[config.mk]
export PLATFORM = sky130hd
export DESIGN_NAME = icache_lru
export DESIGN_NICKNAME = d
export VERILOG_FILES = /design/src/design/icache_lru.sv
export SDC_FILE = /design/constraint.sdc
export NUM_CORES = 1
export LEC_CHECK = 0
export CAP_MARGIN = 20
export CELL_PAD_IN_SITES_DETAIL_PLACEMENT = 0
export CELL_PAD_IN_SITES_GLOBAL_PLACEMENT = 1
export CORE_ASPECT_RATIO = 1.5
export CORE_MARGIN = 2
export CORE_UTILIZATION = 51
export CTS_CLUSTER_SIZE = 40
export DETAILED_ROUTE_END_ITERATION = 6
export DONT_BUFFER_PORTS = 1
export PLACE_DENSITY_LB_ADDON = 0.25
export SKIP_CTS_REPAIR_TIMING = 1
export SLEW_MARGIN = 20
export SYNTH_ARGS = -nofsm -noshare
export SYNTH_HDL_FRONTEND = slang
export SYNTH_SLANG_ARGS = --single-unit
[constraint.sdc]
create_clock -name clk_i -period 2.8 [get_ports clk_i]
set_clock_uncertainty 0.2 [all_clocks]
set_input_delay 0 -clock clk_i [delete_from_list [all_inputs] [get_ports clk_i]]
set_output_delay 0 -clock clk_i [all_outputs]
set_load 0.005 [all_outputs]
[src/design/icache_lru.sv]
/*
  Pseudo-tree LRU state
  One tree of assoc_p-1 bits per set, victim encode and hit update
*/
module icache_lru #(
  parameter int  sets_p  = 16,
  parameter int  assoc_p = 4,
  localparam int index_width_lp = $clog2(sets_p),
  localparam int lg_assoc_lp    = $clog2(assoc_p)
) (
  input  logic                      clk_i,
  input  logic                      reset_i,
  input  logic [index_width_lp-1:0] index_i,
  input  logic                      update_i,
  input  logic [lg_assoc_lp-1:0]    hit_way_i,
  output logic [lg_assoc_lp-1:0]    lru_way_o
);

  // Heap order, node k has children 2k+1 and 2k+2
  logic [assoc_p-2:0] bits_r [sets_p];
  logic [assoc_p-2:0] cur_bits;
  logic [assoc_p-2:0] upd_bits;

  assign cur_bits = bits_r[index_i];

  // Follow the bits from the root toward the least recent leaf
  always_comb
  begin
    int node;
    node      = 0;
    lru_way_o = '0;
    for (int lvl = 0; lvl < lg_assoc_lp; lvl++)
    begin
      lru_way_o[lg_assoc_lp-1-lvl] = cur_bits[node];
      node = 2 * node + 1 + int'(cur_bits[node]);
    end
  end

  // Point every node on the hit path away from the hit way
  always_comb
  begin
    int unode;
    unode    = 0;
    upd_bits = cur_bits;
    for (int lvl = 0; lvl < lg_assoc_lp; lvl++)
    begin
      upd_bits[unode] = ~hit_way_i[lg_assoc_lp-1-lvl];
      unode = 2 * unode + 1 + int'(hit_way_i[lg_assoc_lp-1-lvl]);
    end
  end

  always_ff @(posedge clk_i)
  begin
    if (reset_i)
    begin
      for (int s = 0; s < sets_p; s++)
        bits_r[s] <= '0;
    end
    else if (update_i)
    begin
      bits_r[index_i] <= upd_bits;
    end
  end

endmodule

==> flow_metrics.env <==
export IMPL_grt_pass1_vias=1451
export IMPL_grt_max_degree=22
export IMPL_setup_violations_final=0
export IMPL_syn_nets=204
export IMPL_worst_hold_path_endpoint="bits_r[1][0]"
export IMPL_max_stage_delay_ps=710
export IMPL_crit_type="input port to flop"
export IMPL_root_buffer="clkbuf_8"
export IMPL_r2r_start="bits_r[14][2]"
export IMPL_cp_depth=5
export IMPL_grt_pass1_wl_um=7576
export IMPL_drt_pass1_iterations=5
export IMPL_yosysWarnings=0
export IMPL_start_util=0.5320
export IMPL_start_kind="input port"
export IMPL_wl_per_cell_um=19.06
export IMPL_numCtsBuffers=5
export IMPL_grt_util_met2=0.3399
export IMPL_finalCriticalPeriod_ps=2300
export IMPL_synth_top_family_by_area="simple AND/OR/NAND/NOR gates"
export IMPL_worstSetupEndpointType="flop"
export IMPL_wl_um=5071
export IMPL_gr_total_overflow=0
export IMPL_muxShareOfSynthArea=0.1088
export IMPL_worst_slew_pin_slew_ps=927.7
export IMPL_status="complete, but fails checks"
export IMPL_leakage_nw=0.9274
export IMPL_regMostFlops="bits_r"
export IMPL_core_area_um2=4542
export IMPL_route_detailed_drc=0
export IMPL_cap_violations=0
export IMPL_crit_top_cell="dlygate4sd3_1"
export IMPL_drv_slew=0
export IMPL_cp_arrival_ps=2100
export IMPL_die_area_um2=5315
export IMPL_cts_tree="built"
export IMPL_r2r_end="bits_r[13][2]"
export IMPL_vdd_ir_drop_worst_uv=411.5
export IMPL_rsz0062_at_grt="no"
export IMPL_min_path_type="input port to flop"
export IMPL_gp_congestion=0.7620
export IMPL_path_clk_slew_ps=90
export IMPL_drive_above_1_share=0.1436
export IMPL_viasPerCell=5.624
export IMPL_num_vias=1496
export IMPL_worstPathRequired_ps=2600
export IMPL_synth_xor_area_frac=0
export IMPL_holdPathStages=4
export IMPL_clock_sinks=48
export IMPL_synth_simple_area_share=0.2004
export IMPL_yosysSeqAreaShare=0.5966
export IMPL_synth_cell_types=27
export IMPL_cts_max_level=2
export IMPL_clk_latency_ps=300
export IMPL_syn_inst=195
export IMPL_synth_seq_cells=48
export IMPL_synth_compound_area_frac=0.05489
export IMPL_slew_headroom=0.3795
export IMPL_nets=210
export IMPL_violations="negative hold slack"
export IMPL_hpwl_um=3452
export IMPL_setup_tns_ps=0
export IMPL_port_buffers=0
export IMPL_fmax_mhz=434.8
export IMPL_post_route_period_util=0.8213
export IMPL_r2r_setup_slack_ps=710
export IMPL_drt_iter0_drc=102
export IMPL_power_density_nw_per_um2=559.4
export IMPL_hold_violations=9
export IMPL_chipHeight_um=88.30
export IMPL_worstHoldStart="index_i[0]"
export IMPL_netlist_area_um2=2416
export IMPL_cp_max_fo=15
export IMPL_fin_hold_ws_ps=-31.44
export IMPL_row_count=30
export IMPL_use_met3=0.04240
export IMPL_crit_buf_inv=2
export IMPL_path_cells="dlygate4sd3_1 -> nor3b_1 -> dlygate4sd3_1 -> nand2_1 -> nand2b_1"
export IMPL_antenna_cells=0
export IMPL_reg2reg_depth=6
export IMPL_antenna_found_initial=0
export IMPL_area_growth_pct=8.648
export IMPL_grtUsageTotal=0.2050
export IMPL_critPathSlowestCell="dlygate4sd3_1"
export IMPL_die_w_um=60.20
export IMPL_clockBufferDepth=2
export IMPL_antenna_left=0
export IMPL_synth_area_per_cell_um2=12.39
export IMPL_busiest_layer="met2"
export IMPL_largest_reg_flops=48
export IMPL_io_pins=11
export IMPL_synth_adder_area_share=0
export IMPL_cp_top_family="buffers and inverters"
export IMPL_use_met1=0.2699
export IMPL_largest_registers="bits_r x48"
-- worst min-delay path: cells and delay by family --
kind | cells | cell delay, ps
and+or+nand+nor | 4 | 310
-- cell usage in the layout, fill, tap and decap left out, drive strengths merged, types with 3 or more instances in the layout --
master	n
inv	3
nand2b	17
mux2i	6
edfxtp	48
mux4	8
nor2b	5
clkbuf	6
a21oi	3
dlygate4sd3	9
nand2	16
nand3	6
nor3	5
nor2	51
-- layer usage --
| layer | vias up | routed length [µm] |
|---|---|---|
| met2 | 49 | 2649 |
| li1 | 708 | - |
| met5 | - | 0 |
| met1 | 729 | 2018 |
| met4 | 0 | 118 |
| met3 | 10 | 286 |
-- where the power goes --
group	switching (mW)	leakage, nW	internal, mW
Combinational	0.0855	0.390	0.0621
Clock	0.224	0.0552	0.265
Sequential	0.0106	0.482	0.822
-- how the worst max path moves through the flow --
stage,start,to,slack (ps)
final,index_i[1],bits_r[4][1],500
after detailed placement,bits_r[14][2],bits_r[13][2],740
after floorplan,bits_r[13][2],bits_r[12][2],870
after global routing,index_i[1],bits_r[4][1],420
after global placement,bits_r[13][2],bits_r[1][2],760
after CTS,bits_r[14][2],bits_r[13][2],720
-- final cells by class --
| class | count | area, µm² |
|---|---|---|
| Inverter | 3 | 11.26 |
| Clock inverter | 2 | 35.03 |
| Clock buffer | 6 | 72.57 |
| Multi-Input combinational cell | 132 | 879.6 |
| Fill cell | 396 | 1917 |
| Sequential cell | 48 | 1441 |
| Timing Repair Buffer | 11 | 105.1 |
| Tap cell | 64 | 80.08 |
-- metrics by stage --
| step | total power, mW | setup slack, ps | utilization | cells | area, µm² |
|---|---|---|---|---|---|
| after floorplan | 0.9680 | 866.7 | - | 195 | 2416 |
| after global placement | 0.9740 | 764.6 | 0.5344 | 249 | 2427 |
| after detailed placement | 0.9768 | 736.2 | 0.5344 | 249 | 2427 |
| after CTS | 1.455 | 722.7 | 0.5581 | 257 | 2535 |
| after global routing | 1.508 | 423.0 | 0.5780 | 266 | 2625 |
| final | 1.469 | 500.3 | 0.5780 | 266 | 2625 |
-- cells in the mapped netlist --
library cell	number	share of area
edfxtp_1	48	0.60
nor2_1	47	0.073
nand2b_1	17	0.044
nand2_1	16	0.025
mux4_2	8	0.075
mux2i_1	6	0.025
nand3_1	6	0.012
nor2b_1	5	0.013
nor3_1	5	0.010
buf_2	4	0.0083
buf_6	4	0.019
nor2_2	4	0.010
inv_1	3	0.0047
a21oi_2	2	0.0073
a221o_1	2	0.0083
a311oi_2	2	0.012
clkbuf_1	2	0.0031
mux2_2	2	0.0093
nor3b_1	2	0.0062
o21ai_0	2	0.0041
o31ai_4	2	0.018
a21oi_1	1	0.0021
a22oi_1	1	0.0031
and3_1	1	0.0026
and3b_1	1	0.0036
buf_1	1	0.0016
buf_4	1	0.0031
-- logic make-up (layout without fill, tap and decap cells) --
family	after synthesis	count (layout)
AOI/OAI and AO/OA	12	12
muxes	16	16
buffers and inverters	15	22
and+or+nand+nor	104	104
DFF	48	48
No activity file was read; power rests on OpenSTA's default activity.
