`src/design/icache_pkg.sv`:
```
/*
  Instruction cache shared definitions
  Address and instruction widths, block layout and the tag entry format
*/
package icache_pkg;

  localparam int ADDR_WIDTH     = 32;
  localparam int INSTR_WIDTH    = 32;
  localparam int BLOCK_WORDS    = 4;
  localparam int OFFSET_WIDTH   = 4;
  localparam int BLK_ADDR_WIDTH = ADDR_WIDTH - OFFSET_WIDTH;

  // One whole cache block, word 0 in the low bits
  typedef logic [BLOCK_WORDS*INSTR_WIDTH-1:0] block_t;

  // Full block address is kept so the entry is independent of the set count
  typedef struct packed {
    logic                      valid;
    logic [BLK_ADDR_WIDTH-1:0] blk_addr;
  } tag_entry_t;

endpackage

```
`src/design/icache_ctrl.sv`:
```
/*
  Instruction cache controller
  Tag sweep after reset, ready/miss/recover FSM, block request and fill writes
*/
module icache_ctrl #(
  parameter int  sets_p  = 16,
  parameter int  assoc_p = 4,
  localparam int index_width_lp = $clog2(sets_p),
  localparam int lg_assoc_lp    = $clog2(assoc_p)
) (
  input  logic                                  clk_i,
  input  logic                                  reset_i,
  input  logic                                  req_v_i,
  input  logic [icache_pkg::BLK_ADDR_WIDTH-1:0] req_blk_addr_i,
  input  logic [lg_assoc_lp-1:0]                victim_way_i,
  input  logic                                  mem_req_ready_i,
  input  logic                                  fill_v_i,
  input  icache_pkg::block_t                    fill_data_i,
  output logic                                  mem_req_v_o,
  output logic [icache_pkg::ADDR_WIDTH-1:0]     mem_req_addr_o,
  output logic                                  state_ready_o,
  output logic                                  state_recover_o,
  output logic                                  tag_w_o,
  output logic [lg_assoc_lp-1:0]                tag_w_way_o,
  output icache_pkg::tag_entry_t                tag_w_entry_o,
  output logic [assoc_p-1:0]                    data_w_o,
  output logic [index_width_lp-1:0]             data_w_index_o,
  output icache_pkg::block_t                    data_w_block_o
);

  typedef enum logic [1:0] {e_ready, e_miss, e_recover} state_e;

  state_e                                state_r;
  state_e                                state_n;
  logic                                  sweep_r;
  logic [index_width_lp-1:0]             sweep_cnt_r;
  logic [icache_pkg::BLK_ADDR_WIDTH-1:0] miss_blk_r;
  logic [lg_assoc_lp-1:0]                miss_way_r;
  logic                                  fill_w;

  ////////////////////
  // Request and FSM
  ////////////////////

  assign mem_req_v_o    = (state_r == e_ready) & ~sweep_r & req_v_i;
  assign mem_req_addr_o = {req_blk_addr_i, {icache_pkg::OFFSET_WIDTH{1'b0}}};

  always_comb
  begin
    case (state_r)
      e_ready:   state_n = (mem_req_v_o & mem_req_ready_i) ? e_miss : e_ready;
      e_miss:    state_n = fill_v_i ? e_recover : e_miss;
      default:   state_n = e_ready;
    endcase
  end

  always_ff @(posedge clk_i)
  begin
    if (reset_i)
    begin
      state_r     <= e_ready;
      sweep_r     <= 1'b1;
      sweep_cnt_r <= '0;
    end
    else
    begin
      state_r <= state_n;
      if (sweep_r)
      begin
        sweep_cnt_r <= sweep_cnt_r + 1'b1;
        if (sweep_cnt_r == index_width_lp'(sets_p - 1))
          sweep_r <= 1'b0;
      end
    end
  end

  // Miss block and its victim, captured when memory takes the request
  always_ff @(posedge clk_i)
  begin
    if (mem_req_v_o & mem_req_ready_i)
    begin
      miss_blk_r <= req_blk_addr_i;
      miss_way_r <= victim_way_i;
    end
  end

  assign state_ready_o   = (state_r == e_ready) & ~sweep_r;
  assign state_recover_o = (state_r == e_recover);

  ////////////////////
  // RAM writes
  ////////////////////

  assign fill_w = (state_r == e_miss) & fill_v_i;

  // Sweep writes invalid entries, the fill writes a valid one
  assign tag_w_o                = sweep_r | fill_w;
  assign tag_w_way_o            = miss_way_r;
  assign tag_w_entry_o.valid    = ~sweep_r;
  assign tag_w_entry_o.blk_addr = sweep_r ? '0 : miss_blk_r;

  assign data_w_o       = {{(assoc_p - 1){1'b0}}, fill_w} << miss_way_r;
  assign data_w_index_o = sweep_r ? sweep_cnt_r : miss_blk_r[index_width_lp-1:0];
  assign data_w_block_o = fill_data_i;

endmodule

```
`config.mk`:
```
export PLATFORM = sky130hd
export DESIGN_NAME = icache_ctrl
export DESIGN_NICKNAME = d
export VERILOG_FILES = /design/src/design/icache_pkg.sv /design/src/design/icache_ctrl.sv
export SDC_FILE = /design/constraint.sdc
export NUM_CORES = 1
export LEC_CHECK = 0
export BUFFER_PORTS_ARGS = -buffer_cell sky130_fd_sc_hd__buf_2
export CORE_AREA = 2 2 142 144
export DETAILED_ROUTE_END_ITERATION = 8
export DIE_AREA = 0 0 144 146
export GPL_TIMING_DRIVEN = 0
export HOLD_SLACK_MARGIN = 0.06
export PLACE_DENSITY_LB_ADDON = 0.1
export SYNTH_ARGS = -nofsm -noshare
export SYNTH_HDL_FRONTEND = slang
export SYNTH_SLANG_ARGS = --single-unit
```
`constraint.sdc`:
```
create_clock -name clk_i -period 3.3 [get_ports clk_i]
set_input_delay 0.66 -clock clk_i [delete_from_list [all_inputs] [get_ports clk_i]]
set_output_delay 0.66 -clock clk_i [all_outputs]
set_load 0.05 [all_outputs]
```
==> results.py <==
metrics = {
    "run_status": {
        "outcome": "finished clean",
    },
    "critical_path": {
        "startpoint_type": "input port",
        "cpMostUsedCell": "buf_2",
        "path_max_fanout": 6,
        "required_ns": 2.64,
        "cp_slowest_stage_delay_ns": 0.32,
        "slowest_stage": "buf_2",
        "cp_top_family": "simple AND/OR/NAND/NOR gates",
        "arrival_ns": 1.55,
        "critical_path_class": "in -> out",
        "crit_buf_inv": 2,
        "end_kind": "output pin",
        "cp_cell_sequence": "buf_2 > nand3b_1 > nor3_1 > buf_2",
    },
    "route": {
        "drc": 0,
        "vias_per_cell": 3.13,
        "routed_wl_um": 12200,
        "wl_per_cell_um": 15.7,
        "ant_nets": 0,
        "met3_wirelength_um": 1200,
        "dr.pass1.iters": 4,
        "met1Wirelength_um": 4290,
        "drt-initial-drc-count": 35,
        "met2_length_um": 6550,
        "vias": 2424,
        "top_layer": "met4",
    },
    "yosys": {
        "yosysUniqueCellTypes": 29,
        "yosysWarnings": 0,
        "synth-edff-count": 30,
        "syn_area_um2": 2710,
        "yosysSeqAreaShare_pct": 38.5,
        "synthTopCellsByArea": "buf_4, edfxtp_1, nor2b_1",
        "yosys.area.top_type": "buf_4",
        "async_reset_ff_share_pct": 0,
        "synth_flop_cell": "edfxtp_1",
        "netlist.area_leader.share_pct": 44.4,
        "synth_seq_cells": 37,
        "syn_avg_cell_area_um2": 10.2,
        "postSynthCellCount": 266,
    },
    "timing": {
        "drv_slew": 0,
        "hold_viol_final": 0,
        "timing.final.crit_period_ns": 2.21,
        "grt_setup_unrepaired": "false",
        "fin_crit_sh_pct": 67.1,
        "fmax_ghz": 0.452,
        "tightestPinTransition_ns": 0.767,
        "setup-violations-final": 0,
        "slew_headroom_pct": 48.9,
        "finalClockSkew_ns": 0.00300,
        "timing.setup.tns_ns": 0,
        "whs_ns": 0.487,
    },
    "grt": {
        "overflow": 0,
        "grt_pass1_wl_um": 16400,
        "grt_pass1_vias": 2471,
        "antenna_found_initial": 1,
        "grt_max_degree": 31,
        "grt_usage_pct": 10.6,
    },
    "die": {
        "die_area_um2": 21000,
        "coreArea_um2": 19300,
        "start_util_pct": 14.0,
        "io_pins": 366,
        "die_y_um": 146,
        "num_rows": 51,
        "dieWidth_um": 144,
    },
    "placement": {
        "routabilityCongestion": 0.771,
        "port_buffers": 232,
        "dp_hpwl_um": 10900,
        "dp_cells": 766,
        "place_area_um2": 4210,
    },
    "final_layout": {
        "layoutNonFillerInstCount": 775,
        "layout.nets": 672,
        "fillers": 2151,
        "drive_above_1_share_pct": 79.6,
        "fin_area_um2": 4350,
        "area_growth_syn_to_layout_pct": 60.8,
        "final_common_cell": "buf_2",
        "layout_common_cells": "buf_2, buf_4, edfxtp_1",
    },
    "clock_network": {
        "clockBufferDepth": 2,
        "ctsHtreeMaxLevel": 2,
        "cts_root_buf": "clkbuf_16",
        "cts_setup_buffers": 0,
        "holdBufCountCts": 0,
        "numCtsBuffers": 5,
        "clk_pin_slew_ns": 0.06,
        "clkLatencyLatePin_ns": 0.28,
        "cts_tree": "done",
        "post_cts_resize_count": 0,
        "clock-sinks": 37,
    },
    "power_and_ir_drop": {
        "p_leak_uw": 0.00236,
        "vdd_drop_max_uv": 182,
        "power_density_nw_per_um2": 380,
        "p_total_uw": 1650,
    },
    "hold_path": {
        "hold_class": "reg -> reg",
    },
    "job": {
        "cap_violations": 0,
    },
}
==> worst paths after layout <==
path                                   to                  start  cells after the start  slack, ns
setup / recovery              data_w_o[3]               fill_v_i                      4       1.09
hold / removal      state_r[0]$_SDFF_PP0_  state_r[1]$_SDFF_PP0_                      1       0.49
setup reg to reg  miss_blk_r[0]$_DFFE_PP_     sweep_r$_SDFF_PP1_                      2       1.46
hold reg to reg     state_r[0]$_SDFF_PP0_  state_r[1]$_SDFF_PP0_                      1       0.49
==> where the power goes <==
part | switching, µW | internal [µW] | leakage, µW | total [µW]
clock network | 185 | 281 | 0.0000652 | 467
registers | 5.33 | 507 | 0.000327 | 512
logic | 466 | 207 | 0.00197 | 672
total | 656 | 995 | 0.00236 | 1650
==> metrics by stage <==
stage | worst slack [ns] | utilization (%)
4_1_cts | 1.08 | 22.5
5_1_grt | 1.00 | 22.5
3_3_place_gp | 0.824 | 21.8
2_1_floorplan | 0.463 | -
6_report | 1.09 | 22.5
3_5_place_dp | 1.13 | 21.8
==> per-layer routing <==
metal	vias up	track usage [%]
li1	1168	-
met1	1087	11.1
met2	161	20.2
met3	8	3.36
met4	0	2.84
met5	-	0
==> cell families after synthesis <==
| logic type | Yosys count | share of synthesized area, % |
|---|---|---|
| AOI/OAI and AO/OA | 8 | 2.22 |
| xor gates and xnor gates | 1 | 0.324 |
| muxes | 2 | 0.925 |
| other | 1 | 0.139 |
| and+or+nand+nor | 48 | 11.3 |
| adders and majority gates | 1 | 0.462 |
| DFF | 37 | 38.5 |
| buffers and inverters | 168 | 46.1 |
==> cells in the mapped netlist, drive strengths merged (2+ instances only) <==
| master | instances |
|---|---|
| edfxtp | 30 |
| buf | 162 |
| dfxtp | 7 |
| nor2b | 28 |
| nor2 | 4 |
| a21o | 5 |
| nand3b | 2 |
| inv | 3 |
| nor3 | 5 |
| and2b | 2 |
| clkbuf | 3 |
==> registers in the layout (all words and copies together) (netlist names) <==
register	flops
miss_blk_r	28
sweep_r	1
sweep_cnt_r	4
tag_w_way_o	2
state_r	2
==> layout make-up <==
type / count / area, µm² / share of cell area [%]
Antenna cell: 1 / 2.50 / 0.0575
Multi-Input combinational cell: 64 / 429 / 9.87
Buffer: 165 / 1240 / 28.4
Inverter: 3 / 11.3 / 0.259
Tap cell: 265 / 332 / 7.62
Clock buffer: 8 / 136 / 3.14
Sequential cell: 37 / 1040 / 23.9
Timing Repair Buffer: 232 / 1160 / 26.7
(Power assumes the default switching activity.)
