$ cat src/design/icache_pkg.sv
/*
  Instruction cache shared definitions
  Address and instruction widths, block layout and the tag entry format
*/
package icache_pkg;

  localparam int ADDR_WIDTH     = 32;
  localparam int INSTR_WIDTH    = 32;
  localparam int BLOCK_WORDS    = 4;
  localparam int OFFSET_WIDTH   = 4;
  localparam int BLK_ADDR_WIDTH = ADDR_WIDTH - OFFSET_WIDTH;

  // One whole cache block, word 0 in the low bits
  typedef logic [BLOCK_WORDS*INSTR_WIDTH-1:0] block_t;

  // Full block address is kept so the entry is independent of the set count
  typedef struct packed {
    logic                      valid;
    logic [BLK_ADDR_WIDTH-1:0] blk_addr;
  } tag_entry_t;

endpackage

$ cat src/design/icache_lookup.sv
/*
  Instruction cache lookup pipeline
  Decode issues the RAM read, TL compares tags, TV holds the result,
  selects the instruction word and picks the replacement way
*/
module icache_lookup #(
  parameter int  sets_p  = 16,
  parameter int  assoc_p = 4,
  localparam int index_width_lp = $clog2(sets_p),
  localparam int lg_assoc_lp    = $clog2(assoc_p)
) (
  input  logic                                  clk_i,
  input  logic                                  reset_i,
  input  logic [icache_pkg::ADDR_WIDTH-1:0]     fetch_addr_i,
  input  logic                                  fetch_v_i,
  input  logic                                  yumi_i,
  input  logic                                  flush_i,
  input  logic                                  state_ready_i,
  input  logic                                  state_recover_i,
  input  icache_pkg::tag_entry_t [assoc_p-1:0]  tag_rd_i,
  input  icache_pkg::block_t [assoc_p-1:0]      data_rd_i,
  input  logic [lg_assoc_lp-1:0]                lru_way_i,
  output logic                                  fetch_yumi_o,
  output logic [icache_pkg::INSTR_WIDTH-1:0]    data_o,
  output logic                                  data_v_o,
  output logic                                  rd_v_o,
  output logic [index_width_lp-1:0]             rd_index_o,
  output logic                                  req_v_o,
  output logic [icache_pkg::BLK_ADDR_WIDTH-1:0] req_blk_addr_o,
  output logic [lg_assoc_lp-1:0]                victim_way_o,
  output logic                                  hit_v_o,
  output logic [lg_assoc_lp-1:0]                hit_way_o,
  output logic [index_width_lp-1:0]             tv_index_o
);

  localparam int word_sel_lp = $clog2(icache_pkg::BLOCK_WORDS);
  localparam int byte_sel_lp = icache_pkg::OFFSET_WIDTH - word_sel_lp;

  logic                              tl_v_r;
  logic                              tv_v_r;
  logic                              reload_r;
  logic [icache_pkg::ADDR_WIDTH-1:0] tl_addr_r;
  logic [icache_pkg::ADDR_WIDTH-1:0] tv_addr_r;
  logic [assoc_p-1:0]                way_v_tl;
  logic [assoc_p-1:0]                hit_tl;
  logic [assoc_p-1:0]                tv_hit_r;
  logic [assoc_p-1:0]                tv_way_v_r;
  icache_pkg::block_t [assoc_p-1:0]  tv_blocks_r;
  logic                              tl_miss;
  logic                              tl_drain;
  logic                              tv_miss;
  logic                              tv_done;
  logic                              req_hold;
  logic                              invalid_found;
  logic [lg_assoc_lp-1:0]            invalid_way;

  logic [icache_pkg::BLOCK_WORDS-1:0][icache_pkg::INSTR_WIDTH-1:0] hit_words;

  ////////////////////
  // Decode
  ////////////////////

  // A missing fetch in TL or TV blocks new fetches until it is refilled
  assign fetch_yumi_o = state_ready_i & fetch_v_i & ~tv_miss
                      & (~tl_v_r | (tl_drain & ~tl_miss));

  // Recover re-reads the set of the fetch still held in TL
  assign rd_v_o     = fetch_yumi_o | state_recover_i;
  assign rd_index_o = state_recover_i
                    ? tl_addr_r[icache_pkg::OFFSET_WIDTH +: index_width_lp]
                    : fetch_addr_i[icache_pkg::OFFSET_WIDTH +: index_width_lp];

  ////////////////////
  // TL stage
  ////////////////////

  for (genvar i = 0; i < assoc_p; i++)
  begin : g_tag_cmp
    assign way_v_tl[i] = tag_rd_i[i].valid;
    assign hit_tl[i]   = way_v_tl[i]
                       & (tag_rd_i[i].blk_addr
                          == tl_addr_r[icache_pkg::ADDR_WIDTH-1:icache_pkg::OFFSET_WIDTH]);
  end

  assign tl_miss  = tl_v_r & ~|hit_tl;
  assign tl_drain = tl_v_r & (~tv_v_r | tv_done);

  always_ff @(posedge clk_i)
  begin
    if (fetch_yumi_o)
      tl_addr_r <= fetch_addr_i;
  end

  ////////////////////
  // TV stage
  ////////////////////

  assign tv_miss  = tv_v_r & ~|tv_hit_r;
  assign data_v_o = tv_v_r & |tv_hit_r;
  assign tv_done  = data_v_o & yumi_i;

  // No request in the cycle TV reloads after recover
  assign req_v_o  = tv_miss & ~reload_r;
  assign req_hold = req_v_o & state_ready_i;

  always_ff @(posedge clk_i)
  begin
    if (reset_i)
    begin
      tl_v_r   <= 1'b0;
      tv_v_r   <= 1'b0;
      reload_r <= 1'b0;
    end
    else
    begin
      reload_r <= state_recover_i;

      if (fetch_yumi_o)
        tl_v_r <= 1'b1;
      else if (flush_i | tl_drain)
        tl_v_r <= 1'b0;

      // A request already on the memory bus cannot be withdrawn
      if (flush_i & ~req_hold)
        tv_v_r <= 1'b0;
      else if (tl_drain)
        tv_v_r <= 1'b1;
      else if (tv_done)
        tv_v_r <= 1'b0;
    end
  end

  always_ff @(posedge clk_i)
  begin
    if (tl_drain)
      tv_addr_r <= tl_addr_r;
    if (tl_drain | reload_r)
    begin
      tv_hit_r    <= hit_tl;
      tv_way_v_r  <= way_v_tl;
      tv_blocks_r <= data_rd_i;
    end
  end

  // One-hot hit to way number
  always_comb
  begin
    hit_way_o = '0;
    for (int i = 0; i < assoc_p; i++)
    begin
      if (tv_hit_r[i])
        hit_way_o = lg_assoc_lp'(i);
    end
  end

  assign hit_words = tv_blocks_r[hit_way_o];
  assign data_o    = hit_words[tv_addr_r[byte_sel_lp +: word_sel_lp]];

  // Lowest invalid way wins over the LRU way
  always_comb
  begin
    invalid_found = 1'b0;
    invalid_way   = '0;
    for (int i = assoc_p - 1; i >= 0; i--)
    begin
      if (~tv_way_v_r[i])
      begin
        invalid_found = 1'b1;
        invalid_way   = lg_assoc_lp'(i);
      end
    end
  end

  assign victim_way_o   = invalid_found ? invalid_way : lru_way_i;
  assign req_blk_addr_o = tv_addr_r[icache_pkg::ADDR_WIDTH-1:icache_pkg::OFFSET_WIDTH];
  assign tv_index_o     = tv_addr_r[icache_pkg::OFFSET_WIDTH +: index_width_lp];
  assign hit_v_o        = tv_done;

endmodule

$ cat config.mk
export PLATFORM = sky130hd
export DESIGN_NAME = icache_lookup
export DESIGN_NICKNAME = d
export VERILOG_FILES = /design/src/design/icache_pkg.sv /design/src/design/icache_lookup.sv
export SDC_FILE = /design/constraint.sdc
export NUM_CORES = 1
export LEC_CHECK = 0
export BUFFER_PORTS_ARGS = -buffer_cell sky130_fd_sc_hd__buf_4
export CAP_MARGIN = 15
export CORE_AREA = 4 4 285 287
export DETAILED_ROUTE_END_ITERATION = 8
export DIE_AREA = 0 0 289 291
export SYNTH_ARGS = -nofsm -noshare
export SYNTH_HDL_FRONTEND = slang
export SYNTH_SLANG_ARGS = --single-unit
$ cat constraint.sdc
create_clock -name clk_i -period 8.88 [get_ports clk_i]
set_input_delay 0.444 -clock clk_i [delete_from_list [all_inputs] [get_ports clk_i]]
set_output_delay 0.444 -clock clk_i [all_outputs]
set_load 0.02 [all_outputs]
==> results.toml <==
[outcome]
outcome = "finished clean"

[route]
route.final.wire_length_um = 83200
drcViolationCount = 0
detailedRoute.firstPassIterationCount = 5
detail-route-antenna-nets = 0
initialDrtViolationCount = 1161
routed_vias_inst = 4.62
vias = 16700
detail_route.wl_per_cell_um = 23.0

[floorplan]
die_width_um = 289
effective_utilization_at_floorplan_pct = 30.6
top_level_port_count = 746
core_region_mm2 = 0.0786
num_rows = 103
dieArea_mm2 = 0.0841
die_height_um = 291

[timing]
maxClockFrequency_ghz = 0.213
finalHoldViolCount = 0
final-setup-viol-count = 0
grt_setup_unrepaired = "no"
finClkSkew_ns = 0.0301
accumulated_negative_setup_slack_ns = 0
finalWorstPathRequiredPeriod_ns = 4.69
min_period_over_period_pct = 52.9
timing_worst_slew_pin_value_ns = 1.15
final_max_slew_viol_count = 0
relSlewSlack_pct = 23.1

[global_routing]
grt_pass1_wl_um = 118000
grt_start_max_net_pins = 184
total_track_usage_pct = 18.9
grt_antenna_before_repair = 18
grt_pass1_vias = 18400
globalRouteOverflowTotal = 0

[pwr]
peakVddDrop_uv = 171
clock_power_share_pct = 38.2
p_comb_share_pct = 13.0
power_leakage_nw = 14.0
p_switching_w = 0.00157
power-per-cell-area_mw_per_mm2 = 184
netSwitchingFraction_pct = 23.3
seq_power_share_pct = 48.8
intPower_w = 0.00516

[job]
max_cap_viol_count = 0

[logic_synthesis]
yosys_warnings = 0
edff_count_synth = 580
post_synth_instance_area_mm2 = 0.0241
register_area_share_after_synthesis_pct = 72.7
async_flop_share_pct = 0
syn-instance-count = 1400
postSynthNetCount = 2069
postSynthRegisterBits = 583
synth_ff_type = "sky130_fd_sc_hd__edfxtp_1"
synth.lib_cells_used.distinct = 34
syn-mean-instance-area_um2 = 17.2

[final_layout]
area_used_by_multi_input_combinational_logic_mm2 = 0.00592
layout.cells.most_common_list = "sky130_fd_sc_hd__buf_4 (753), sky130_fd_sc_hd__edfxtp_1 (580), sky130_fd_sc_hd__dlygate4sd3_1 (397), sky130_fd_sc_hd__nand2_1 (136), sky130_fd_sc_hd__o21ai_0 (129)"
fillers = 6814
final_layout_size_suffix_gt1_share_pct = 37.0
areaGrowthSynthToFinish_pct = 51.7
net_count_of_the_finished_layout = 3183
commonest_non_fill_non_tap_cell_in_the_layout = "sky130_fd_sc_hd__buf_4"
ff_latch_area_mm2 = 0.0175
stdcell_count = 3625

[clocking]
clk_pin_slew_ns = 0.06
post-cts-setup-buffers = 0
cts_inserted_buffers = 67
insertion_delay_ns = 0.59
cts-root-to-sink-buffers = 3
clk_root_buffer_cell = "sky130_fd_sc_hd__clkbuf_16"
cts_num_sinks = 583
htree_num_levels = 3
cts_tree = "built"

[placement]
hpwl_um = 58900
io_buffer_count = 743
globalplace.congestion = 0.926
dpl.cell_count = 3098

[critical_path]
crit_path_end_kind = "register"
crit_path_start_kind = "register"
path_class = "register to register"
worst-endpoint-arrival_ns = 4.89
critical_path_peak_fanout = 134
worst_ep_required_time_ns = 9.08

[hold_path]
timing.hold.worst.class = "input pin to register"
[path summary, 6_finish.rpt]
check	slack [ns]	cells after the start	from	end
setup / recovery	4.19	9	tv_hit_r[3]	tv_blocks_r[194]
hold / removal	0.04	1	data_rd_i[10]	tv_blocks_r[10]
setup reg to reg	4.19	9	tv_hit_r[3]	tv_blocks_r[194]
hold reg to reg	0.44	0	tl_addr_r[2]	tv_addr_r[2]
[Yosys cell counts, drive strengths merged (7+ instances only)]
| library cell | n | area [µm²] |
|---|---|---|
| buf | 61 | 462 |
| clkbuf | 50 | 188 |
| edfxtp | 580 | 17400 |
| mux2 | 36 | 405 |
| mux2i | 128 | 1280 |
| mux4 | 64 | 1440 |
| nand2 | 136 | 510 |
| nand3 | 9 | 45.0 |
| nand4 | 40 | 250 |
| nor4 | 13 | 81.3 |
| nor4bb | 7 | 70.1 |
| o21ai | 129 | 646 |
| xnor2 | 96 | 841 |
| xor2 | 16 | 140 |
[power by group through the flow]
stage	Clock, W	Sequential (W)	Combinational (W)
after floorplan	0	0.00333	0.000343
after global placement	0	0.00333	0.000712
after detailed placement	0	0.00334	0.000725
after CTS	0.00265	0.00328	0.000879
after global routing	0.00277	0.00329	0.000935
final	0.00257	0.00329	0.000876
[final cells by class]
cell class                 count  area share, %
antenna                       15          0.103
clock buffer                  89           4.88
clock inverter                26          0.566
inverter                       4         0.0411
multi-input combinational    702           16.2
sequential                   583           47.9
tap                         1050           3.60
timing repair buffer        1156           26.7
[logic make-up after synthesis]
family	after synthesis	share of synthesized area, %
flops	583	72.7
mux	228	13.0
simple gates	225	4.56
compound gates	137	2.94
buf+inv	115	2.76
xor+xnor	112	4.08
[per-stage QoR]
step                      total power (W)  utilization [%]  instance area [µm²]  setup slack [ns]  hold WS (ns)
final                             0.00673             46.4                36500              4.19        0.0439
after global routing              0.00700             46.4                36500              3.90      0.000222
after CTS                         0.00681             46.4                36400              4.17     0.0000170
after detailed placement          0.00407             38.8                30500              4.18         0.405
after global placement            0.00405             38.8                30500              4.24         0.408
after floorplan                   0.00367                -                24100              2.41         0.400
[sequential cells by signal, indices dropped and copies added, names as in the netlist]
register	flops
tl_v_r	1
tv_addr_r	30
tv_way_v_r	4
tv_hit_r	4
tl_addr_r	30
tv_v_r	1
tv_blocks_r	512
reload_r	1
[metal layers]
metal,global-route usage [%],routed length (µm),vias up,share of wire [%]
met5,0,74,-,0.089
met4,6.56,2710,8,3.3
met3,5.59,6640,152,8.0
met2,35.3,44600,735,54
met1,20.1,29200,8201,35
li1,-,-,7642,-
[worst max-delay path: stages, from the launching register on]
cell and delay, ns:
sky130_fd_sc_hd__edfxtp_1 0.32, sky130_fd_sc_hd__buf_4 0.49, sky130_fd_sc_hd__nor4_1 0.20, sky130_fd_sc_hd__nor2b_1 0.22, sky130_fd_sc_hd__nand2_1 0.09, sky130_fd_sc_hd__and2_1 0.22
sky130_fd_sc_hd__nor2b_4 0.89, sky130_fd_sc_hd__or2_4 0.85, sky130_fd_sc_hd__buf_12 0.31, sky130_fd_sc_hd__buf_12 0.52
[what timing repair did]
action,CTS,global route
gates resized for setup,0,0
hold buffers,395,2
hold endpoints to repair,397,2
No activity file was read; power rests on OpenSTA's default activity.
