**src/design/icache_sram.sv**
```systemverilog
/*
  Single-port synchronous RAM
  Read data appears one cycle after a read and holds until the next read
*/
module icache_sram #(
  parameter type payload_t = logic,
  parameter int  els_p     = 16,
  localparam int addr_width_lp = $clog2(els_p)
) (
  input  logic                     clk_i,
  input  logic                     v_i,
  input  logic                     w_i,
  input  logic [addr_width_lp-1:0] addr_i,
  input  payload_t                 data_i,
  output payload_t                 data_o
);

  payload_t mem_r [els_p];

  // Output register only moves on a read, writes leave it alone
  always_ff @(posedge clk_i)
  begin
    if (v_i & w_i)
    begin
      mem_r[addr_i] <= data_i;
    end
    else if (v_i)
    begin
      data_o <= mem_r[addr_i];
    end
  end

endmodule

```
**config.mk**
```make
export PLATFORM = sky130hd
export DESIGN_NAME = icache_sram
export DESIGN_NICKNAME = d
export VERILOG_FILES = /design/src/design/icache_sram.sv
export SDC_FILE = /design/constraint.sdc
export NUM_CORES = 1
export LEC_CHECK = 0
export BUFFER_PORTS_ARGS = -buffer_cell sky130_fd_sc_hd__buf_2
export CAP_MARGIN = 20
export CELL_PAD_IN_SITES_DETAIL_PLACEMENT = 0
export CELL_PAD_IN_SITES_GLOBAL_PLACEMENT = 2
export CORE_MARGIN = 3
export CORE_UTILIZATION = 25
export CTS_BUF_LIST = sky130_fd_sc_hd__clkbuf_2 sky130_fd_sc_hd__clkbuf_4 sky130_fd_sc_hd__clkbuf_8
export DETAILED_ROUTE_END_ITERATION = 12
export GPL_ROUTABILITY_DRIVEN = 0
export PLACE_DENSITY_LB_ADDON = 0.25
export RECOVER_POWER = 100
export SYNTH_ARGS = -nofsm -noshare
export SYNTH_HDL_FRONTEND = slang
export SYNTH_SLANG_ARGS = --single-unit
export TNS_END_PERCENT = 1
```
**constraint.sdc**
```tcl
create_clock -name clk_i -period 2 [get_ports clk_i]
set_clock_uncertainty 0.05 [all_clocks]
set_input_delay 0.2 -clock clk_i [delete_from_list [all_inputs] [get_ports clk_i]]
set_output_delay 0.2 -clock clk_i [all_outputs]
set_load 0.01 [all_outputs]
```
==> results of run 1 <==
-- registers in the layout, summed over array words and instances, names as in the netlist --
register / cells
data_o: 1
mem_r: 16
-- power by group --
group	total (mW)	switching [mW]	leakage (nW)	internal, mW
clock	0.187	0.0960	0.0184	0.0909
sequential	0.398	0.000848	0.154	0.397
combinational	0.0484	0.0303	0.107	0.0181
total	0.633	0.127	0.279	0.506
-- cells in the final DEF, fill, tap and decap left out --
cell / n
sky130_fd_sc_hd__nand4_1: 2
sky130_fd_sc_hd__or3_2: 1
sky130_fd_sc_hd__nand2_1: 3
sky130_fd_sc_hd__nor2b_1: 1
sky130_fd_sc_hd__clkbuf_1: 4
sky130_fd_sc_hd__mux4_1: 4
sky130_fd_sc_hd__buf_2: 4
sky130_fd_sc_hd__edfxtp_1: 17
sky130_fd_sc_hd__nand4b_1: 2
sky130_fd_sc_hd__nand2b_1: 4
sky130_fd_sc_hd__nor2_1: 13
sky130_fd_sc_hd__nor3_1: 4
sky130_fd_sc_hd__clkbuf_4: 4
sky130_fd_sc_hd__nand3_1: 1
-- metal layers --
layer | GRT usage, % | vias up
li1 | - | 230
met1 | 11.4 | 223
met2 | 12.0 | 9
met3 | 3.42 | 4
met4 | 2.48 | 0
met5 | 0 | -
-- worst reg2reg max path: cells and delay by family (launching register included) --
family | cells | cell delay, ns
flip-flops | 1 | 0.37
multiplexers | 1 | 0.50
AND/OR/NAND/NOR | 2 | 0.18
-- worst max path at each step --
stage / startpoint / endpoint / slack [ns] / cells past startpoint
after detailed placement: addr_i[0] / data_o / 0.52 / 4
final: mem_r[13] / data_o / 0.66 / 3
after global placement: addr_i[0] / data_o / 0.54 / 4
after global routing: addr_i[0] / data_o / 0.55 / 4
after floorplan: addr_i[1] / mem_r[0] / 0.65 / 3
after CTS: mem_r[13] / data_o / 0.64 / 3
-- cells by family after synthesis --
group                  count (synthesis)
buffers and inverters                  4
DFF                                   17
muxes                                  4
and+or+nand+nor                       31
-- metrics by stage --
step	hold slack (ns)	instance area, um2
after floorplan	0.249	795
after global placement	0.504	862
after detailed placement	0.507	862
after CTS	0.207	892
after global routing	0.204	887
final	0.215	887
-- area by class of cell --
cell class | instances | area (um2) | share of cell area (%)
repair buffers | 8 | 35.0 | 3.95
well taps | 42 | 52.6 | 5.92
clock buffers | 4 | 30.0 | 3.39
flip-flops and latches | 17 | 510 | 57.5
multi-input cells | 35 | 259 | 29.2
==> run metrics, run 1 <==
via count of the first global-routing pass=466; die outline area=3890 um2; number of different library cells in the post-synthesis netlist=15; series of cell instances along the critical path=mux4_1 -> nand3_1 -> nand4_1; CTS Root Buffer Type=sky130_fd_sc_hd__clkbuf_4; cell with the largest stage delay on the worst path=sky130_fd_sc_hd__mux4_1; buffers added on ports=8; number of setup buffers added after CTS=0; all-layer global routing usage=8.29%; Final Total Pwr=0.633 mW; met1 WL=696 um; CTS clock-pin slew for the worst setup and hold paths=0.09 ns; worst path arrival time=1.33 ns; simple-gate portion of the synthesized area=19.4%; largest net degree at the start of global routing=17; run status=complete, no violations; LEAKAGE=0.279 nW; total number of vias=466; hold-fix buffers at CTS=0; number of cells traversed by the worst register-to-register path=3; worst hold start=w_i; measured slew at the worst slew-check pin=0.592 ns; number of instances in the placed design=102; MaxCap Viol Count=0; mean post-synth cell area=14.2 um2; number of buffers on the longest clock path=2; Final #Nets=73; sum of met2 wire segment lengths after detailed routing=668 um; cell count of the worst hold path=2; Area Growth Syn to Fin=11.7%; share of final-layout standard cells stronger than drive strength 1=14.1%; Critical Setup Path Class=register to register; # rows=19; element type at the critical path end=register; Initial Util=27.4%; H-tree Lvls=1; Core ar.=2900 um2; remaining antenna violation count=0; RSZ-0062 raised after global routing=no; EDFF count, synth=17; hpwl dp=1030 um; multiplexer fraction of the synthesized cell area=13.2%; leading post-synthesis cells by instance count=sky130_fd_sc_hd__edfxtp_1, sky130_fd_sc_hd__nor2_1, sky130_fd_sc_hd__mux4_1, sky130_fd_sc_hd__nand2b_1, sky130_fd_sc_hd__nor3_1; worst max-slew margin expressed relative to the limit=60.5%; reg2reg end=data_o; number of max-slew violations in the final report=0; Setup TNS=0 ns; maximum ir drop on the vdd rail=0.328 mV; detailed-routing iteration count for the pre-antenna-repair pass=3; Post-Route WL=1460 um; residual overflow from global routing=0; netlist area before placement=795 um2; num ports=9; number of antenna violations at the first check in global routing=0; final count of hold timing violations=0; average wire per cell in the routed design=13.7 um; global-route wire length before repair=2450 um; required time of the critical path=1.99 ns; crit path time final=1.34 ns; category of cells accounting for the largest share of critical-path delay=multiplexers; Synth area leader=sky130_fd_sc_hd__edfxtp_1; fraction of synthesized cell area in xor and xnor cells=0%; leading register cell type out of synthesis=sky130_fd_sc_hd__edfxtp_1; slack of the worst reg-to-reg path=0.66 ns; number of cells in the finished layout apart from fillers=106; crit share post-route=67.2%; async set-reset flop share out of synthesis=0%; Die Span Y=62.4 um; adder-cell share of the synthesized area=0%; Gate Count Post-Synth=56; sequential cell area fraction in the yosys report=64.3%; top routing layer in use=met4; number of fillers in the final layout=313; met3 wire len=57 um; worst-path maximum fanout=1; worst slack, placed=0.520 ns; share of the synthesized area in compound gates (AO/OA/AOI/OAI)=0%; utilization after layout=30.6%; clk sink count=17; Tightest Hold Check Type=input pin to register; number of CTS-inserted buffers=3; Yosys top cell area share=64.3%; origin of the critical flop-to-flop path=mem_r[13]; CP Buf/Inv Count=0; ratio of total power to cell area=714 nW/um2; count of warnings emitted by yosys=0; TritonCTS clock tree=yes; most repeated cell in the gate-level netlist after synthesis=sky130_fd_sc_hd__edfxtp_1; post-cts repair resize count=0; total of flip-flops plus latches after synthesis=17; post-DR vias/cell=4.40; detailed-route DRC error count=0; main combinational cell family by area after synthesis=simple AND/OR/NAND/NOR gates; main area contributors after synthesis=sky130_fd_sc_hd__edfxtp_1, sky130_fd_sc_hd__mux4_1, sky130_fd_sc_hd__nor2_1; Die X=62.4 um; end of the worst hold path=data_o; Worst Setup Slack, final=0.656 ns; number of failing setup endpoints in the final timing report=0; latest clock arrival within the worst-skew pair=0.28 ns; slowest stage delay, CP=0.50 ns; number of DRC violations after detailed-routing iteration 0=18; Post-Syn Nets=64; Peak Freq=0.744 GHz; startpoint class of the critical path=register; diode count=0
No activity file was read; power rests on OpenSTA's default activity.
==> run 2: changes to the inputs <==
ABC_AREA = 1   (was not set)
clock period = 1.1 ns   (was 2 ns; I/O delays follow)
==> run 2 against run 1 <==
  * Synthesized cell count is 77% higher
  * Maximum frequency rose by 25%
  * Register-to-register slack got worse by 0.63 ns
  * Global-route usage rose by 1.9 points
  * Die area increased by 4.1%
  * Worst hold slack got worse by 0.16 ns
  * First-iteration DRC count fell by 33%
  * Power grew 89%
  * Setup slack lost 0.63 ns
  * Combinational power grew to 2.7 times the previous value
==> run metrics, run 2 <==
run status=complete, no violations; diode count=0; residual overflow from global routing=0; share of final-layout standard cells stronger than drive strength 1=14.5%; clk sink count=17; all-layer global routing usage=10.2%; number of max-slew violations in the final report=0; post-cts repair resize count=0; worst-path maximum fanout=1; worst hold start=w_i; flip-flop count of the largest register after layout=16; CTS clock-pin slew for the worst setup and hold paths=0.11 ns; number of different library cells in the post-synthesis netlist=7; netlist area before placement=831 um2; Yosys top cell area share=61.4%; ratio of total power to cell area=1200 nW/um2; Core ar.=3100 um2; hpwl dp=1370 um; final standard cell area without fillers=991 um2; CTS Root Buffer Type=sky130_fd_sc_hd__clkbuf_4; worst max-slew margin expressed relative to the limit=57.6%; detailed-routing iteration count for the pre-antenna-repair pass=4; Peak Freq=0.931 GHz; startpoint class of the critical path=register; num ports=9; Die X=63.6 um; Post-Syn Nets=107; Area Growth Syn to Fin=19.3%; top library cells by usage in the layout, fill and taps aside=sky130_fd_sc_hd__nand2_1, sky130_fd_sc_hd__nor2_1, sky130_fd_sc_hd__edfxtp_1; via count of the first global-routing pass=615; slowest stage delay, CP=0.38 ns; main area contributors after synthesis=sky130_fd_sc_hd__edfxtp_1, sky130_fd_sc_hd__nand2_1, sky130_fd_sc_hd__nor2_1; number of DRC violations after detailed-routing iteration 0=12; element type at the critical path end=register; number of setup buffers added after CTS=0; worst slack, placed=-0.0276 ns; measured slew at the worst slew-check pin=0.635 ns; registers with the highest flip-flop counts=mem_r x16, data_o x1; crit path time final=1.07 ns; sequential cell area fraction in the yosys report=61.4%; post-DR vias/cell=3.94; latest clock arrival within the worst-skew pair=0.29 ns; crit share post-route=97.6%; most repeated cell in the gate-level netlist after synthesis=sky130_fd_sc_hd__nand2_1; number of failing setup endpoints in the final timing report=0; number of antenna violations at the first check in global routing=0; Synth area leader=sky130_fd_sc_hd__edfxtp_1; Initial Util=26.8%; die outline area=4050 um2; Die Span Y=63.6 um; average wire per cell in the routed design=11.5 um; H-tree Lvls=1; async set-reset flop share out of synthesis=0%; buffers added on ports=8; Gate Count Post-Synth=99; top register by number of flip-flops=mem_r; number of instances in the placed design=157; final count of hold timing violations=0; most frequent cell on the critical path=sky130_fd_sc_hd__nand2_1; MaxCap Viol Count=0; number of CTS-inserted buffers=3; maximum ir drop on the vdd rail=0.352 mV; count of warnings emitted by yosys=0; remaining antenna violation count=0; # rows=20; crit path from=mem_r[3]; cell with the largest stage delay on the worst path=sky130_fd_sc_hd__edfxtp_1; Post-Route WL=1850 um; TritonCTS clock tree=yes; global-route wire length before repair=3040 um; Worst Setup Slack, final=0.0259 ns; total number of vias=634; Critical Setup Path Class=register to register; number of cells in the finished layout apart from fillers=161; leading cell type in the layout, fill and taps excluded=sky130_fd_sc_hd__nand2_1; RSZ-0062 raised after global routing=yes; number of buffers on the longest clock path=2; leading post-synthesis cells by instance count=sky130_fd_sc_hd__nand2_1, sky130_fd_sc_hd__nor2_1, sky130_fd_sc_hd__edfxtp_1, sky130_fd_sc_hd__inv_1, sky130_fd_sc_hd__nand3_1; detailed-route DRC error count=0; Final #Nets=126; largest net degree at the start of global routing=17; mean post-synth cell area=8.39 um2; leading register cell type out of synthesis=sky130_fd_sc_hd__edfxtp_1; required time of the critical path=1.11 ns; series of cell instances along the critical path=nand2_1 -> nand2_1 -> nand2_1 -> nand2_1 -> nand2_1 -> nand2_1 -> inv_1 -> nand2_1; total of flip-flops plus latches after synthesis=17; EDFF count, synth=17; LEAKAGE=0.446 nW; worst path arrival time=1.09 ns; origin of the critical flop-to-flop path=mem_r[3]; Worst Hold Margin=0.0506 ns; Placed Area=967 um2; hold-fix buffers at CTS=0; Tightest Hold Check Type=input pin to register; number of fillers in the final layout=359
run 2: through the flow:
stage	setup TNS, ns	total power [mW]	util [%]
6_report	0	1.19	31.9
5_1_grt	-0.0804	1.26	31.9
3_5_place_dp	-0.105	0.871	31.2
3_3_place_gp	-0.110	0.871	31.2
4_1_cts	0	1.21	32.1
2_1_floorplan	0	0.805	-
run 2: where the power goes:
| part | internal [mW] | total, mW | leakage, nW | switching, mW |
|---|---|---|---|---|
| sequential | 0.722 | 0.724 | 0.154 | 0.00185 |
| combinational | 0.0459 | 0.129 | 0.274 | 0.0830 |
| clock | 0.135 | 0.341 | 0.0177 | 0.206 |
run 2: cell type report:
cell class                 instances  area [um2]  share of cell area [%]
clock buffer                       3        22.5                    2.27
multi-input combinational         69         264                    26.6
sequential                        17         510                    51.5
timing repair buffer              15        88.8                    8.96
clock inverter                     1        5.00                   0.505
inverter                          12        45.0                    4.55
tap                               44        55.1                    5.56
run 2: cells by family (layout without fill, tap and decap cells):
family,count (synthesis),in the layout,share of synthesized area (%)
simple gates,69,69,31.8
flops,17,17,61.4
buf+inv,13,31,6.78
run 2: path summary, 6_finish.rpt:
path         slack (ns)  endpoint  depth (start not counted)
min reg2reg        0.74    data_o                          8
max                0.03    data_o                          8
min                0.05    data_o                          2
max reg2reg        0.03    data_o                          8
run 2: what timing repair did:
action | in CTS | in global routing
pin swaps | 1 | 0
endpoints found under the hold margin | 0 | 0
endpoints found under the setup margin | 1 | 1
run 2: critical path: cells and delay by family, from the launching register on:
kind | cells | cell delay (ns)
AND/OR/NAND/NOR | 7 | 0.38
flip-flops | 1 | 0.38
buffers and inverters | 1 | 0.05
run 2: layer usage:
| metal | routed length, um | share of wire (%) | track usage, % |
|---|---|---|---|
| met5 | 0 | 0 | 0 |
| met4 | 29 | 1.6 | 4.85 |
| met3 | 69 | 3.7 | 1.96 |
| met2 | 813 | 44 | 15.9 |
| met1 | 940 | 51 | 13.4 |
